===== src/logic/blur_pkg.sv =====
package blur_pkg;

    // Window shape of the blur kernel
    localparam int KERNEL_ROWS = 5;
    localparam int KERNEL_COLS = 7;

    // Colour channels per pixel, index 0 red, 1 green, 2 blue
    localparam int NUM_CHANNELS = 3;

    // Kernel weights sum to 64, so the result is normalised by 6
    localparam int NORM_SHIFT = 6;

    // Blurred channels above this level trigger background averaging
    localparam int NOISE_LEVEL = 10;

    // One 4-bit colour channel
    typedef logic [3:0] channel_t;

    // RGB444 pixel, red in the top bits
    typedef struct packed {
        channel_t red;
        channel_t green;
        channel_t blue;
    } rgb_pixel_t;

    // Taps of one channel, indexed [row][column], row 0 is the oldest row
    typedef channel_t [KERNEL_ROWS-1:0][KERNEL_COLS-1:0] chan_window_t;

    // Taps of all three channels, indexed by channel number
    typedef chan_window_t [NUM_CHANNELS-1:0] rgb_window_t;

    // Weighted sum of 35 taps, at most 15 * 64 = 960
    typedef logic [9:0] blur_acc_t;

    // Power-of-two weights, applied as left shifts
    localparam int KERNEL_WEIGHT [KERNEL_ROWS][KERNEL_COLS] = '{
        '{1, 1, 2, 2, 2, 1, 1},
        '{1, 2, 2, 4, 2, 2, 1},
        '{0, 2, 4, 4, 4, 2, 0},
        '{1, 2, 2, 4, 2, 2, 1},
        '{1, 1, 2, 2, 2, 1, 1}
    };

endpackage


===== src/logic/channel_blur.sv =====
`timescale 1ns/1ps

module channel_blur (
    input  logic                   clk,
    input  blur_pkg::chan_window_t taps,
    output blur_pkg::blur_acc_t    sum
);
    import blur_pkg::*;

    blur_acc_t acc_comb;

    // Weights are 0, 1, 2 or 4, so each product is a shift of the tap
    function automatic blur_acc_t weight_term(input channel_t tap, input int weight);
        blur_acc_t wide;
        wide = blur_acc_t'(tap);
        case (weight)
            1: begin
                weight_term = wide;
            end
            2: begin
                weight_term = wide << 1;
            end
            4: begin
                weight_term = wide << 2;
            end
            default: begin
                weight_term = '0;
            end
        endcase
    endfunction

    // Sum of all 35 weighted taps, fits in 10 bits
    always_comb begin
        acc_comb = '0;
        for (int i = 0; i < KERNEL_ROWS; i++) begin
            for (int j = 0; j < KERNEL_COLS; j++) begin
                acc_comb = acc_comb + weight_term(taps[i][j], KERNEL_WEIGHT[i][j]);
            end
        end
    end

    // Registered every cycle; qualification travels alongside in the merge stage
    always_ff @(posedge clk) begin
        sum <= acc_comb;
    end

endmodule


===== config.mk =====
export PLATFORM = sky130hd
export DESIGN_NAME = channel_blur
export DESIGN_NICKNAME = d
export VERILOG_FILES = /design/src/logic/blur_pkg.sv /design/src/logic/channel_blur.sv
export SDC_FILE = /design/constraint.sdc
export NUM_CORES = 1
export LEC_CHECK = 0
export BUFFER_PORTS_ARGS = -buffer_cell sky130_fd_sc_hd__buf_4
export CAP_MARGIN = 20
export CORE_UTILIZATION = 52
export DETAILED_ROUTE_END_ITERATION = 6
export GPL_TIMING_DRIVEN = 1
export PLACE_DENSITY_LB_ADDON = 0.15
export SYNTH_ARGS = -nofsm -noshare
export SYNTH_HDL_FRONTEND = slang
export SYNTH_SLANG_ARGS = --single-unit

===== constraint.sdc =====
create_clock -name clk -period 6.6 [get_ports clk]
set_input_delay 0.33 -clock clk [delete_from_list [all_inputs] [get_ports clk]]
set_output_delay 0.33 -clock clk [all_outputs]
set_load 0.01 [all_outputs]

==> results_dict.tcl <==
set metrics [dict create \
    outcome "finished clean" \
    design.portCount 151 \
    cts_hold_repair.buffers 0 \
    die_w_um 92.1 \
    dp_hpwl_mm 7.49 \
    share_of_layout_cells_above_drive_strength_1_pct 27.1 \
    synth.net_count 714 \
    cpPeakStageDelay_ns 0.55 \
    post_synth.cell_area_avg_um2 10.4 \
    first_global_vias 3310 \
    critPathLaunch "taps[97]" \
    period_minus_slack_ns 5.70 \
    grt_pass1_wl_mm 13.4 \
    registers_with_the_most_flip_flops "sum x10" \
    routed_len_inst_um 11.3 \
    grt_setup_unrepaired "false" \
    core_region_area_um2 7810 \
    final.fill_count 616 \
    critical_path.startpoint_type "primary input" \
    detailroute.via_count 2888 \
    hold_viol_final 0 \
    crit_arrival_ns 5.81 \
    synth-seq-area-share_pct 4.74 \
    cp_num_buf_inv 5 \
    antenna_found_initial 0 \
    fmaxAchievable_ghz 0.176 \
    clock-sinks 10 \
    cp_common_cell "sky130_fd_sc_hd__fa_1" \
    first_iter_violations 30 \
    path_delay_family "adder cells" \
    required_ns 6.72 \
    tightest_slew_ns 0.268 \
    ctsResizeCount 0 \
    endpoint "sum[8]" \
    period_share_pct 86.3 \
    crit_chain "buf_4 -> fa_1 -> inv_1 -> fa_1 -> fa_1 -> fa_1 -> inv_1 -> fa_1 -> fa_1 -> fa_1 -> inv_1 -> fa_1 -> inv_1 -> ha_1 -> and3_1 -> nand3_1 -> and3_4 -> a311o_1" \
    netlist-cell-type-count 22 \
    gp_congestion 0.785 \
    critical_path_class "in2reg" \
    fin_worst_hold_slack_ns 0.383 \
    synthesis.area_um2 4230 \
    floorplan.die.height_um 92.1 \
    finalNetCount 861 \
    area_growth_pct 29.6 \
    totalNegativeSetupSlack_ns 0 \
    crit_slowest_cell "sky130_fd_sc_hd__fa_1" \
    grt_usage_pct 20.2 \
    report.final.slew_viol_count 0 \
    worst_slew_margin_rel_pct 81.9 \
    holdCritPathClass "in2reg" \
    largest_register "sum" \
    finalWirelength_mm 7.42 \
    numPortBuffers 142 \
    drc_errors 0 \
    detailedRoute.firstPassIterationCount 4 \
    die_area_um2 8490 \
    ant_nets 0 \
    synthesis.yosys.warnings 0 \
    grt_start_max_net_pins 8 \
    setup_viol 0 \
    cts.reportedPaths.clkPinSlew_ns 0.05 \
    worst_setup_path_end_kind "flop" \
    clock_tree_from_tritoncts "built" \
    post_synth_inst_count 408 \
    floorplan.rows 32 \
    max-cap-violations 0 \
    post-cts-setup-buffers 0 \
    cts_buffers 3 \
    clk_path_buf_depth 2 \
    worstSetupPathDepth 18 \
    clock-root-buffer "sky130_fd_sc_hd__clkbuf_8" \
    largest_register_ff_count 10 \
    viasPerCell 4.40 \
    synth.ff_latch_count 10 \
    initial_core_util_pct 54.1 \
    ctsHtreeMaxLevel 1 \
    worstPathMaxFanout 3 \
    antenna_cells_inserted 0 \
    grt-ovfl-total 0 \
]
[kinds of logic (layout without fill, tap and decap cells)]
logic type,Yosys count,count (layout),synth area share (%)
adder cells (fa/ha/maj),165,165,71.8
buffers and inverters,198,344,17.6
XOR/XNOR,9,9,1.87
flip-flops,10,10,4.74
AND/OR/NAND/NOR,14,14,1.93
multiplexers,1,1,0.237
AO/OA/AOI/OAI,11,11,1.87
[per-layer routing]
layer / wire (um) / up-vias / track usage (%)
li1: - / 1375 / -
met5: 0 / - / 0
met4: 113 / 0 / 3.13
met2: 4500 / 74 / 39.8
met3: 265 / 10 / 2.49
met1: 2550 / 1429 / 23.7
[through the flow]
step	instances	instance area [um2]	util [%]	setup WS, ns
2_1_floorplan	408	4230	-	0.983
3_3_place_gp	652	5420	69.4	0.688
3_5_place_dp	652	5420	69.4	0.635
4_1_cts	656	5470	70.1	0.881
5_1_grt	656	5470	70.1	0.707
6_report	656	5470	70.1	0.904
[synthesized netlist by cell type]
library cell / instances / area share [%]
sky130_fd_sc_hd__inv_1: 198 / 18
sky130_fd_sc_hd__fa_1: 129 / 61
sky130_fd_sc_hd__ha_1: 36 / 11
sky130_fd_sc_hd__dfxtp_1: 10 / 4.7
sky130_fd_sc_hd__xnor2_1: 8 / 1.7
sky130_fd_sc_hd__nor2_1: 5 / 0.44
sky130_fd_sc_hd__a21oi_1: 3 / 0.36
sky130_fd_sc_hd__o21ai_0: 3 / 0.36
sky130_fd_sc_hd__nand3_1: 2 / 0.24
sky130_fd_sc_hd__nand3b_1: 2 / 0.36
sky130_fd_sc_hd__a21o_1: 1 / 0.18
sky130_fd_sc_hd__a311o_1: 1 / 0.24
sky130_fd_sc_hd__a31oi_1: 1 / 0.15
sky130_fd_sc_hd__and3_1: 1 / 0.15
sky130_fd_sc_hd__and3_2: 1 / 0.18
sky130_fd_sc_hd__and3_4: 1 / 0.27
sky130_fd_sc_hd__mux2i_1: 1 / 0.24
sky130_fd_sc_hd__nand2b_1: 1 / 0.15
sky130_fd_sc_hd__o2bb2ai_1: 1 / 0.21
sky130_fd_sc_hd__o41ai_2: 1 / 0.39
sky130_fd_sc_hd__or2_2: 1 / 0.15
sky130_fd_sc_hd__xor2_1: 1 / 0.21
[worst min path at each step]
stage	startpoint	endpoint	slack (ns)	cells past startpoint
final	taps[55]	sum[0]	0.38	2
after global placement	taps[55]	sum[0]	0.63	2
after floorplan	taps[55]	sum[0]	0.46	1
after CTS	taps[55]	sum[0]	0.39	2
after detailed placement	taps[55]	sum[0]	0.64	2
after global routing	taps[55]	sum[0]	0.40	2
[layout make-up]
type                            instances  area, um2  share of cell area (%)
Multi-Input combinational cell        200       3280                    60.0
Sequential cell                        10        200                    3.66
Timing Repair Buffer                  142       1070                    19.5
Clock buffer                            4       55.1                    1.01
Inverter                              198        743                    13.6
Tap cell                              102        128                    2.33
[cells in the final DEF (no fill, tap or decap), drive strengths merged]
cell type / n
or2: 1
ha: 36
o21ai: 3
o2bb2ai: 1
nand3b: 2
xor2: 1
a311o: 1
fa: 129
nand2b: 1
inv: 198
and3: 3
a21o: 1
nor2: 5
buf: 142
o41ai: 1
a21oi: 3
dfxtp: 10
clkbuf: 4
nand3: 2
a31oi: 1
mux2i: 1
xnor2: 8
Power is left out: the tool's default activity adds up to more than one toggle a clock period on the data nets, which glitch-free logic cannot reach.
