## src/logic/blur_pkg.sv

```systemverilog
package blur_pkg;

    // Window shape of the blur kernel
    localparam int KERNEL_ROWS = 5;
    localparam int KERNEL_COLS = 7;

    // Colour channels per pixel, index 0 red, 1 green, 2 blue
    localparam int NUM_CHANNELS = 3;

    // Kernel weights sum to 64, so the result is normalised by 6
    localparam int NORM_SHIFT = 6;

    // Blurred channels above this level trigger background averaging
    localparam int NOISE_LEVEL = 10;

    // One 4-bit colour channel
    typedef logic [3:0] channel_t;

    // RGB444 pixel, red in the top bits
    typedef struct packed {
        channel_t red;
        channel_t green;
        channel_t blue;
    } rgb_pixel_t;

    // Taps of one channel, indexed [row][column], row 0 is the oldest row
    typedef channel_t [KERNEL_ROWS-1:0][KERNEL_COLS-1:0] chan_window_t;

    // Taps of all three channels, indexed by channel number
    typedef chan_window_t [NUM_CHANNELS-1:0] rgb_window_t;

    // Weighted sum of 35 taps, at most 15 * 64 = 960
    typedef logic [9:0] blur_acc_t;

    // Power-of-two weights, applied as left shifts
    localparam int KERNEL_WEIGHT [KERNEL_ROWS][KERNEL_COLS] = '{
        '{1, 1, 2, 2, 2, 1, 1},
        '{1, 2, 2, 4, 2, 2, 1},
        '{0, 2, 4, 4, 4, 2, 0},
        '{1, 2, 2, 4, 2, 2, 1},
        '{1, 1, 2, 2, 2, 1, 1}
    };

endpackage

```

## src/logic/pixel_merge.sv

```systemverilog
`timescale 1ns/1ps

module pixel_merge (
    input  logic                                           clk,
    input  logic                                           rst_n,
    input  blur_pkg::blur_acc_t [blur_pkg::NUM_CHANNELS-1:0] sums,
    input  blur_pkg::rgb_pixel_t                           oldest,
    input  logic                                           win_valid,
    output blur_pkg::rgb_pixel_t                           pixel_out,
    output logic                                           out_valid
);
    import blur_pkg::*;

    // Oldest pixel and valid, delayed to line up with the registered sums
    rgb_pixel_t oldest_d;
    logic       valid_d;

    channel_t [NUM_CHANNELS-1:0] blurred;
    channel_t [NUM_CHANNELS-1:0] old_chan;
    channel_t [NUM_CHANNELS-1:0] result;
    logic                        noise_hit;

    always_ff @(posedge clk) begin
        oldest_d <= oldest;
    end

    always_ff @(posedge clk) begin
        if (!rst_n) begin
            valid_d <= 1'b0;
        end else begin
            valid_d <= win_valid;
        end
    end

    assign old_chan[0] = oldest_d.red;
    assign old_chan[1] = oldest_d.green;
    assign old_chan[2] = oldest_d.blue;

    always_comb begin
        noise_hit = 1'b1;
        for (int c = 0; c < NUM_CHANNELS; c++) begin
            blurred[c] = channel_t'(sums[c] >> NORM_SHIFT);
            if (blurred[c] <= NOISE_LEVEL) begin
                noise_hit = 1'b0;
            end
        end
        // Bright areas get averaged with each channel's own oldest value
        for (int c = 0; c < NUM_CHANNELS; c++) begin
            if (noise_hit) begin
                result[c] = channel_t'((5'(blurred[c]) + 5'(old_chan[c])) >> 1);
            end else begin
                result[c] = blurred[c];
            end
        end
    end

    always_ff @(posedge clk) begin
        if (!rst_n) begin
            pixel_out <= '0;
            out_valid <= 1'b0;
        end else begin
            out_valid <= valid_d;
            if (valid_d) begin
                pixel_out <= '{red: result[0], green: result[1], blue: result[2]};
            end
        end
    end

    // Two-stage latency from window to output
    out_valid_latency: assert property (
        @(posedge clk) disable iff (!rst_n)
        out_valid |-> $past(win_valid, 2)
    );

endmodule

```

## config.mk

```make
export PLATFORM = sky130hd
export DESIGN_NAME = pixel_merge
export DESIGN_NICKNAME = d
export VERILOG_FILES = /design/src/logic/blur_pkg.sv /design/src/logic/pixel_merge.sv
export SDC_FILE = /design/constraint.sdc
export NUM_CORES = 1
export LEC_CHECK = 0
export ABC_CLOCK_PERIOD_IN_PS = 1800
export BUFFER_PORTS_ARGS = -buffer_cell sky130_fd_sc_hd__buf_2
export CAP_MARGIN = 15
export CORE_MARGIN = 3
export CORE_UTILIZATION = 44
export DETAILED_ROUTE_END_ITERATION = 7
export GPL_ROUTABILITY_DRIVEN = 0
export MAX_ROUTING_LAYER = met4
export PLACE_DENSITY = 0.76
export SYNTH_ARGS = -nofsm -noshare
export SYNTH_HDL_FRONTEND = slang
export SYNTH_SLANG_ARGS = --single-unit
export TNS_END_PERCENT = 20
```

## constraint.sdc

```tcl
create_clock -name clk -period 1.8 [get_ports clk]
set_input_delay 0.27 -clock clk [delete_from_list [all_inputs] [get_ports clk]]
set_output_delay 0.27 -clock clk [all_outputs]
set_load 0.03 [all_outputs]
```

==> reports/metrics.cfg, run 1 <==
[power]
finalPower_mw = 1.16
leakage_nw = 0.687
irDropWorstVdd_mv = 0.586
power_density_nw_per_um2 = 777

[sta]
finalHoldViolations = 0
setup_viol = 0
period_needed_ns = 1.42
rsz0062_at_grt = no
worstMarginPinSlew_ns = 0.404
finalWorstSetupSlack_ns = 0.376
fin_worst_skew_ns = 0.00191
finalCritPeriodShare_pct = 79.1
maxSlewViolCount = 0
max-slew-margin-rel_pct = 73.1
fmax_ghz = 0.702
tns_ns = 0
whs_ns = 0.0364

[die]
row_count = 18
dieWidth_um = 59.0
core_area_um2 = 2570
die_y_um = 59.0
dieArea_um2 = 3480
pin_count = 58
start_util_pct = 48.1

[worst_setup_path]
crit_buf_inv = 0
slowest_stage = dfxtp_1
end_kind = flop
crit_path_frequent_cell = a31o_2
cpPeakStageDelay_ns = 0.35
cp_max_fo = 2
critPathTopFamily = compound AO/OA/AOI/OAI gates
critPathKind = flop to flop
crit_arrival_ns = 1.65
crit_path_start_kind = flop
path_cells = ha_1 > a31o_2 > a21oi_1 > xnor2_1 > a31o_2
worstPathRequired_ns = 2.03

[synth]
synth-compound-area-share_pct = 16.5
synth_seq_area_share_pct = 42.1
yosysTopAreaCell = dfxtp_1
muxShareOfSynthArea_pct = 0
syn_area_um2 = 1240
synth-xor-area-share_pct = 4.25
synth.avg_cell_area_um2 = 9.73
synth_seq_cells = 26
yosys-top-cells-area = dfxtp_1, ha_1, fa_1
synthSimpleGateAreaFrac_pct = 18.5
synth_top_family_by_area = simple AND/OR/NAND/NOR gates
synth_nets = 184
yosysUniqueCellTypes = 28
synthAdderAreaFrac_pct = 14.0
synthCells = 127
yosysTopAreaCellShare_pct = 42.1
ys_warn_count = 0

[final_layout]
final_common_cell = buf_2
drive_gt1_share_pct = 31.9
final_area_um2 = 1490
finalNetCount = 224
fin_util_pct = 58.1
fin_cells = 196
area_delta_synth_final_pct = 20.7
diodes = 0
layout_common_cells = buf_2, dfxtp_1, nand2_1
nFillCells = 245

[clocking]
cts_made_buffers = 3
postCtsSetupBuffers = 0
htreeDepth = 1
ctsResizeCount = 0
cts_tree = built
root_buffer = clkbuf_4
hold_buffers = 0
clock_path_buffers = 2
clk_latency_ns = 0.32
cts_num_sinks = 26
clkTransAtPathRegs_ns = 0.14

[drt]
drtIter0Drc = 20
routed_wl_um = 2570
wire_per_inst_um = 13.1
post-route-drc-count = 0
vias_per_cell = 5.34
dr.pass1.iters = 4
dr_total_vias = 1046
ant_nets = 0

[global_routing]
grt.total_usage_pct = 15.5
grt_max_degree = 28
grt_pass1_vias = 968
grt_pass1_wl_um = 3970
gr-total-overflow = 0
antenna_found_initial = 0

[place]
dp_cells = 192
dp_hpwl_um = 2000
io_buffer_count = 39
placedInstanceArea_um2 = 1460
pre_cts_ws_ns = 0.144

[flow_run]
maxCapViolCount = 0

[worst_hold_path]
holdCritPathClass = input pin to flop

[status]
outcome = finished, final reports clean

## flip-flops by register name (all words and copies together) (netlist names)
signal / count
old_chan: 12
pixel_out: 12
out_valid: 1
valid_d: 1
## path summary, 6_finish.rpt
check | slack [ns] | to | cells past startpoint | from
worst min register to register | 0.48 | pixel_out[11] | 2 | pixel_out[11]
worst min-delay path | 0.04 | old_chan[6] | 1 | oldest[6]
worst max register to register | 0.38 | pixel_out[6] | 5 | old_chan[5]
worst max-delay path | 0.38 | pixel_out[6] | 5 | old_chan[5]
## layer usage
layer / up-vias / part of all wire [%] / GRT usage, %
li1: 532 / - / -
met1: 482 / 40 / 15.2
met2: 30 / 52 / 29.5
met3: 2 / 7.3 / 4.58
met4: 0 / 0.86 / 3.88
met5: - / 0 / -
## power by group
part,switching [mW],leakage [nW],internal (mW)
sequential,0.0159,0.217,0.609
clock,0.171,0.0210,0.124
combinational,0.135,0.449,0.105
total,0.322,0.687,0.839
## area by class of cell
| type | count | area [um^2] | share of cell area (%) |
|---|---|---|---|
| Sequential cell | 26 | 520 | 34.9 |
| Tap cell | 30 | 37.5 | 2.51 |
| Inverter | 6 | 22.5 | 1.51 |
| Clock buffer | 4 | 36.3 | 2.43 |
| Timing Repair Buffer | 42 | 218 | 14.6 |
| Multi-Input combinational cell | 88 | 658 | 44.1 |
## cells in the mapped netlist
| master | n |
|---|---|
| nor3_2 | 3 |
| nand2_1 | 10 |
| or4_1 | 1 |
| xnor2_1 | 4 |
| inv_1 | 6 |
| nand3b_1 | 5 |
| o21ai_1 | 3 |
| dfxtp_1 | 26 |
| nand4_1 | 2 |
| nand4b_1 | 2 |
| xor2_1 | 2 |
| nand3_1 | 6 |
| o221ai_1 | 2 |
| and2_1 | 2 |
| a21oi_1 | 6 |
| o21ai_0 | 6 |
| nor4_1 | 1 |
| nand2b_1 | 3 |
| buf_2 | 1 |
| a31oi_1 | 6 |
| clkbuf_1 | 5 |
| fa_1 | 3 |
| ha_1 | 9 |
| o311ai_0 | 1 |
| nor2b_1 | 3 |
| a31o_2 | 4 |
| o21a_1 | 4 |
| buf_6 | 1 |
## logic make-up after synthesis
| kind of cell | after synthesis |
|---|---|
| flops | 26 |
| xor+xnor | 6 |
| simple gates | 38 |
| buf+inv | 13 |
| compound gates | 32 |
| fa+ha+maj | 12 |
(Power assumes the default switching activity.)
==> run 2, diff against run 1 <==
--- a/config.mk
+++ b/config.mk
@@ -5,7 +5,7 @@
 export SDC_FILE = /design/constraint.sdc
 export NUM_CORES = 1
 export LEC_CHECK = 0
-export ABC_CLOCK_PERIOD_IN_PS = 1800
+export ABC_CLOCK_PERIOD_IN_PS = 1500
 export BUFFER_PORTS_ARGS = -buffer_cell sky130_fd_sc_hd__buf_2
 export CAP_MARGIN = 15
 export CORE_MARGIN = 3
==> constraint.sdc (replaced) <==
create_clock -name clk -period 1.5 [get_ports clk]
set_input_delay 0.225 -clock clk [delete_from_list [all_inputs] [get_ports clk]]
set_output_delay 0.225 -clock clk [all_outputs]
set_load 0.03 [all_outputs]
==> run 2 against run 1 <==
Flip-flop and latch count is the same. Critical path type unchanged. Combinational power grew 37%. Critical path depth is the same. Die area is the same. Clock power grew 18%. Largest cell class unchanged.
==> reports/metrics.cfg, run 2 (same netlist as run 1, synthesis figures left out) <==
[worst_setup_path]
critPathKind = flop to flop
crit_arrival_ns = 1.63  ; -0.02 ns
crit_path_start_kind = flop
end_kind = flop
worstPathRequired_ns = 1.73  ; -0.30 ns
cp_max_fo = 2  ; unchanged

[global_routing]
antenna_found_initial = 0  ; unchanged
gr-total-overflow = 0  ; unchanged
grt_max_degree = 21  ; -25%
grt_pass1_vias = 1107  ; +14%
grt.total_usage_pct = 18.0  ; +2.5 points
grt_pass1_wl_um = 4600  ; +16%

[final_layout]
diodes = 0  ; unchanged
area_delta_synth_final_pct = 34.4
finalNetCount = 242  ; +8.0%
ff_latch_area_um2 = 520  ; unchanged
fin_util_pct = 64.7  ; +6.6 points
drive_gt1_share_pct = 32.6  ; +0.68 points
final_common_cell = buf_2
layout_common_cells = buf_2, dfxtp_1, dlygate4sd3_1
nFillCells = 224  ; -8.6%
multi_input_area_um2 = 662  ; +0.57%

[sta]
setup_viol = 0  ; unchanged
whs_ns = 0.105  ; +0.0683 ns
finalCritPeriodShare_pct = 93.7  ; +15 points
fmax_ghz = 0.711  ; +1.3%
fin_worst_skew_ns = 0.00557  ; +0.00366 ns
period_needed_ns = 1.41  ; -0.0179 ns
tns_ns = 0  ; unchanged
worstMarginPinSlew_ns = 0.397  ; -0.00680 ns
finalHoldViolations = 0  ; unchanged
max-slew-margin-rel_pct = 73.3  ; +0.21 points
maxSlewViolCount = 0  ; unchanged
rsz0062_at_grt = no

[clocking]
htreeDepth = 1  ; unchanged
clkTransAtPathRegs_ns = 0.13  ; about the same
cts_made_buffers = 3  ; unchanged
clk_latency_ns = 0.32  ; about the same
cts_num_sinks = 26  ; unchanged
clock_path_buffers = 2  ; unchanged
postCtsSetupBuffers = 0  ; unchanged
root_buffer = clkbuf_4
cts_tree = built

[die]
dieArea_um2 = 3480  ; unchanged
pin_count = 58  ; unchanged
dieWidth_um = 59.0  ; unchanged
row_count = 18  ; unchanged
die_y_um = 59.0  ; unchanged
start_util_pct = 48.1  ; unchanged
core_area_um2 = 2570  ; unchanged

[power]
swShare_pct = 27.3  ; -0.40 points
power_frac_comb_pct = 23.1  ; +2.4 points
seqPwrFrac_pct = 52.7  ; -1.2 points
finalPower_mw = 1.43  ; +23%
power.switching_mw = 0.390  ; +21%
power_density_nw_per_um2 = 858  ; +10%
irDropWorstVdd_mv = 0.614  ; +4.8%
leakage_nw = 0.765  ; +11%
p_clk_share_pct = 24.2  ; -1.2 points
internal_power_mw = 1.04  ; +24%

[worst_hold_path]
holdCritPathClass = input pin to flop

[drt]
dr_total_vias = 1112  ; +6.3%
ant_nets = 0  ; unchanged
drtIter0Drc = 22  ; +10%
dr.pass1.iters = 4  ; unchanged
wire_per_inst_um = 13.1  ; +0.23%
routed_wl_um = 2810  ; +9.4%
vias_per_cell = 5.20  ; -2.6%
post-route-drc-count = 0  ; unchanged

[place]
io_buffer_count = 39  ; unchanged
dp_hpwl_um = 2130  ; +6.5%

[flow_run]
maxCapViolCount = 0  ; unchanged

[status]
outcome = finished, final reports clean

run 2: cell count changes in the layout (fill, tap and decap cells not counted), sizes merged:
cell	change
buf	+6
dlygate4sd3	+12
run 2: layout make-up:
cell class,instances,share of cell area (%)
sequential,26,31.3
tap,30,2.26
clock buffer,4,2.18
multi-input combinational,88,39.8
timing repair buffer,60,23.0
inverter,6,1.36
run 2: metal layers:
layer / track usage, % / vias up / share of wire, %
met1: 19.5 / 512 / 41
met5: - / - / 0
met3: 4.58 / 4 / 5.2
met4: 5.50 / 0 / 1.4
met2: 32.0 / 30 / 52
li1: - / 566 / -
run 2: worst paths after layout:
| path | startpoint | to | slack [ns] | depth (start not counted) |
|---|---|---|---|---|
| max | old_chan[5] | pixel_out[6] | 0.09 | 5 |
| min | win_valid | valid_d | 0.10 | 2 |
| max reg2reg | old_chan[5] | pixel_out[6] | 0.09 | 5 |
| min reg2reg | pixel_out[3] | pixel_out[3] | 0.49 | 2 |
run 2: stage by stage:
step,setup slack [ns],instance area (um^2),cells
2_1_floorplan,0.171,1240,127
3_3_place_gp,0.00237,1500,198
3_5_place_dp,-0.0119,1500,198
4_1_cts,0.0825,1650,213
5_1_grt,0.0318,1660,214
6_report,0.0941,1660,214
run 2: power by group through the flow:
stage / Sequential, mW / Combinational, mW / Clock (mW)
finish: 0.751 / 0.329 / 0.346
global route: 0.757 / 0.364 / 0.396
CTS: 0.752 / 0.325 / 0.361
detailed placement: 0.767 / 0.302 / 0
global placement: 0.764 / 0.289 / 0
floorplan: 0.806 / 0.153 / 0
run 2: repair_timing:
action                                  in CTS  in global routing
gates resized for setup                      0                  1
hold endpoints to repair                    11                  1
hold buffers                                11                  1
endpoints found under the setup margin       0                  1
run 2: worst max-delay path, cell delays in order (launching register included):
cell and delay [ns]:
dfxtp_1 0.34, ha_1 0.28, a31o_2 0.24, a21oi_2 0.15
xnor2_1 0.07, a31o_2 0.22
==> run 3, diff against run 2 <==
--- a/config.mk
+++ b/config.mk
@@ -5,7 +5,7 @@
 export SDC_FILE = /design/constraint.sdc
 export NUM_CORES = 1
 export LEC_CHECK = 0
-export ABC_CLOCK_PERIOD_IN_PS = 1500
+export ABC_CLOCK_PERIOD_IN_PS = 1600
 export BUFFER_PORTS_ARGS = -buffer_cell sky130_fd_sc_hd__buf_2
 export CAP_MARGIN = 15
 export CORE_MARGIN = 3
==> constraint.sdc (replaced) <==
create_clock -name clk -period 1.6 [get_ports clk]
set_input_delay 0.24 -clock clk [delete_from_list [all_inputs] [get_ports clk]]
set_output_delay 0.24 -clock clk [all_outputs]
set_load 0.03 [all_outputs]
==> run 3 against run 2 <==
Register-to-register slack improved by 0.08 ns. Flip-flop and latch count stayed put. Critical path depth did not move. Worst setup slack improved by 0.076 ns. Clock power is 3% lower. Routed wire length up 2.0%. Critical endpoint unchanged. Largest cell class unchanged. Highest routed layer unchanged.
==> reports/metrics.cfg, run 3 (same netlist as run 1, synthesis figures left out) <==
[status]
outcome = finished, final reports clean

[drt]
routed_wl_um = 2860  ; +2.0%
dr.pass1.iters = 4  ; unchanged
dr_total_vias = 1121  ; +0.81%
vias_per_cell = 5.36  ; +3.2%
wire_per_inst_um = 13.7  ; +4.4%
post-route-drc-count = 0  ; unchanged
ant_nets = 0  ; unchanged
drtIter0Drc = 21  ; -4.5%

[worst_setup_path]
crit_path_start_kind = flop
end_kind = flop
cp_max_fo = 2  ; unchanged
critPathKind = flop to flop
crit_arrival_ns = 1.67  ; +0.04 ns
worstPathRequired_ns = 1.84  ; +0.11 ns

[die]
start_util_pct = 48.1  ; unchanged
core_area_um2 = 2570  ; unchanged
pin_count = 58  ; unchanged
dieWidth_um = 59.0  ; unchanged
dieArea_um2 = 3480  ; unchanged
row_count = 18  ; unchanged
die_y_um = 59.0  ; unchanged

[final_layout]
final_area_um2 = 1620  ; -2.6%
drive_gt1_share_pct = 30.7  ; -1.9 points
area_delta_synth_final_pct = 30.9
fin_cells = 209  ; -2.3%
diodes = 0  ; unchanged
fin_util_pct = 63.0  ; -1.7 points
final_common_cell = buf_2
layout_common_cells = buf_2, dfxtp_1, dlygate4sd3_1
nFillCells = 231  ; +3.1%
multi_input_area_um2 = 658  ; -0.57%
ff_latch_area_um2 = 520  ; unchanged
finalNetCount = 237  ; -2.1%

[global_routing]
grt_max_degree = 28  ; +33%
gr-total-overflow = 0  ; unchanged
grt.total_usage_pct = 17.3  ; -0.71 points
grt_pass1_vias = 1084  ; -2.1%
antenna_found_initial = 0  ; unchanged
grt_pass1_wl_um = 4460  ; -2.9%

[power]
leakage_nw = 0.741  ; -3.2%
irDropWorstVdd_mv = 0.673  ; +9.6%
power_density_nw_per_um2 = 824  ; -4.0%
finalPower_mw = 1.33  ; -6.5%

[clocking]
root_buffer = clkbuf_4
htreeDepth = 1  ; unchanged
clkTransAtPathRegs_ns = 0.14  ; about the same
clk_latency_ns = 0.32  ; about the same
cts_tree = built
cts_made_buffers = 3  ; unchanged
ctsResizeCount = 0  ; unchanged
cts_num_sinks = 26  ; unchanged
clock_path_buffers = 2  ; unchanged

[sta]
period_needed_ns = 1.43  ; +0.0244 ns
setup_viol = 0  ; unchanged
max-slew-margin-rel_pct = 76.0  ; +2.7 points
rsz0062_at_grt = no
finalHoldViolations = 0  ; unchanged
maxSlewViolCount = 0  ; unchanged
fmax_ghz = 0.699  ; -1.7%
finalWorstSetupSlack_ns = 0.170  ; +0.0756 ns
fin_worst_skew_ns = 0.00505  ; -0.000521 ns
whs_ns = 0.0275  ; -0.0773 ns
tns_ns = 0  ; unchanged
worstMarginPinSlew_ns = 0.360  ; -0.0368 ns
finalCritPeriodShare_pct = 89.4  ; -4.3 points

[flow_run]
maxCapViolCount = 0  ; unchanged

[place]
dp_hpwl_um = 2080  ; -2.3%
placedInstanceArea_um2 = 1470  ; -2.0%
io_buffer_count = 39  ; unchanged
dp_cells = 194  ; -2.0%
pre_cts_ws_ns = 0.104  ; +0.116 ns

[worst_hold_path]
holdCritPathClass = input pin to flop

-- run 3: cell count changes in the layout (fill, tap and decap cells not counted) --
cell,before,now
buf_4,9,5
a21oi_2,1,0
dlygate4sd3_1,12,11
a21oi_1,5,6
-- run 3: timing repair --
action,in CTS,in global routing
hold endpoints to repair,6,5
hold buffers,6,5
setup buffers,0,0
endpoints found under the setup margin,0,0
-- run 3: power breakdown --
group	switching (mW)	internal, mW
combinational	0.158	0.137
sequential	0.0184	0.686
clock	0.194	0.139
total	0.371	0.962
-- run 3: path summary, 6_finish.rpt --
check,startpoint,to,slack [ns],cells after the start
max,old_chan[5],pixel_out[6],0.17,5
min,oldest[6],old_chan[6],0.03,1
max reg2reg,old_chan[5],pixel_out[6],0.17,5
min reg2reg,pixel_out[11],pixel_out[11],0.49,2
-- run 3: routing by layer --
layer  up-vias  global-route usage, %  share of wire (%)
li1        557                      -                  -
met3         6                   1.96                4.3
met5         -                      -                  0
met4         0                   9.06                2.1
met2        32                   31.2                 54
met1       526                   18.2                 40
-- run 3: final cells by class --
type	instances	area share (%)
flip-flops and latches	26	32.2
inverters	6	1.39
multi-input cells	88	40.7
well taps	30	2.32
repair buffers	55	21.2
clock buffers	4	2.24
-- run 3: worst max-delay path: stages (launching register included) --
cell,delay [ns]
dfxtp_1,0.35
ha_1,0.27
a31o_2,0.23
a21oi_1,0.17
xnor2_1,0.10
a31o_2,0.23
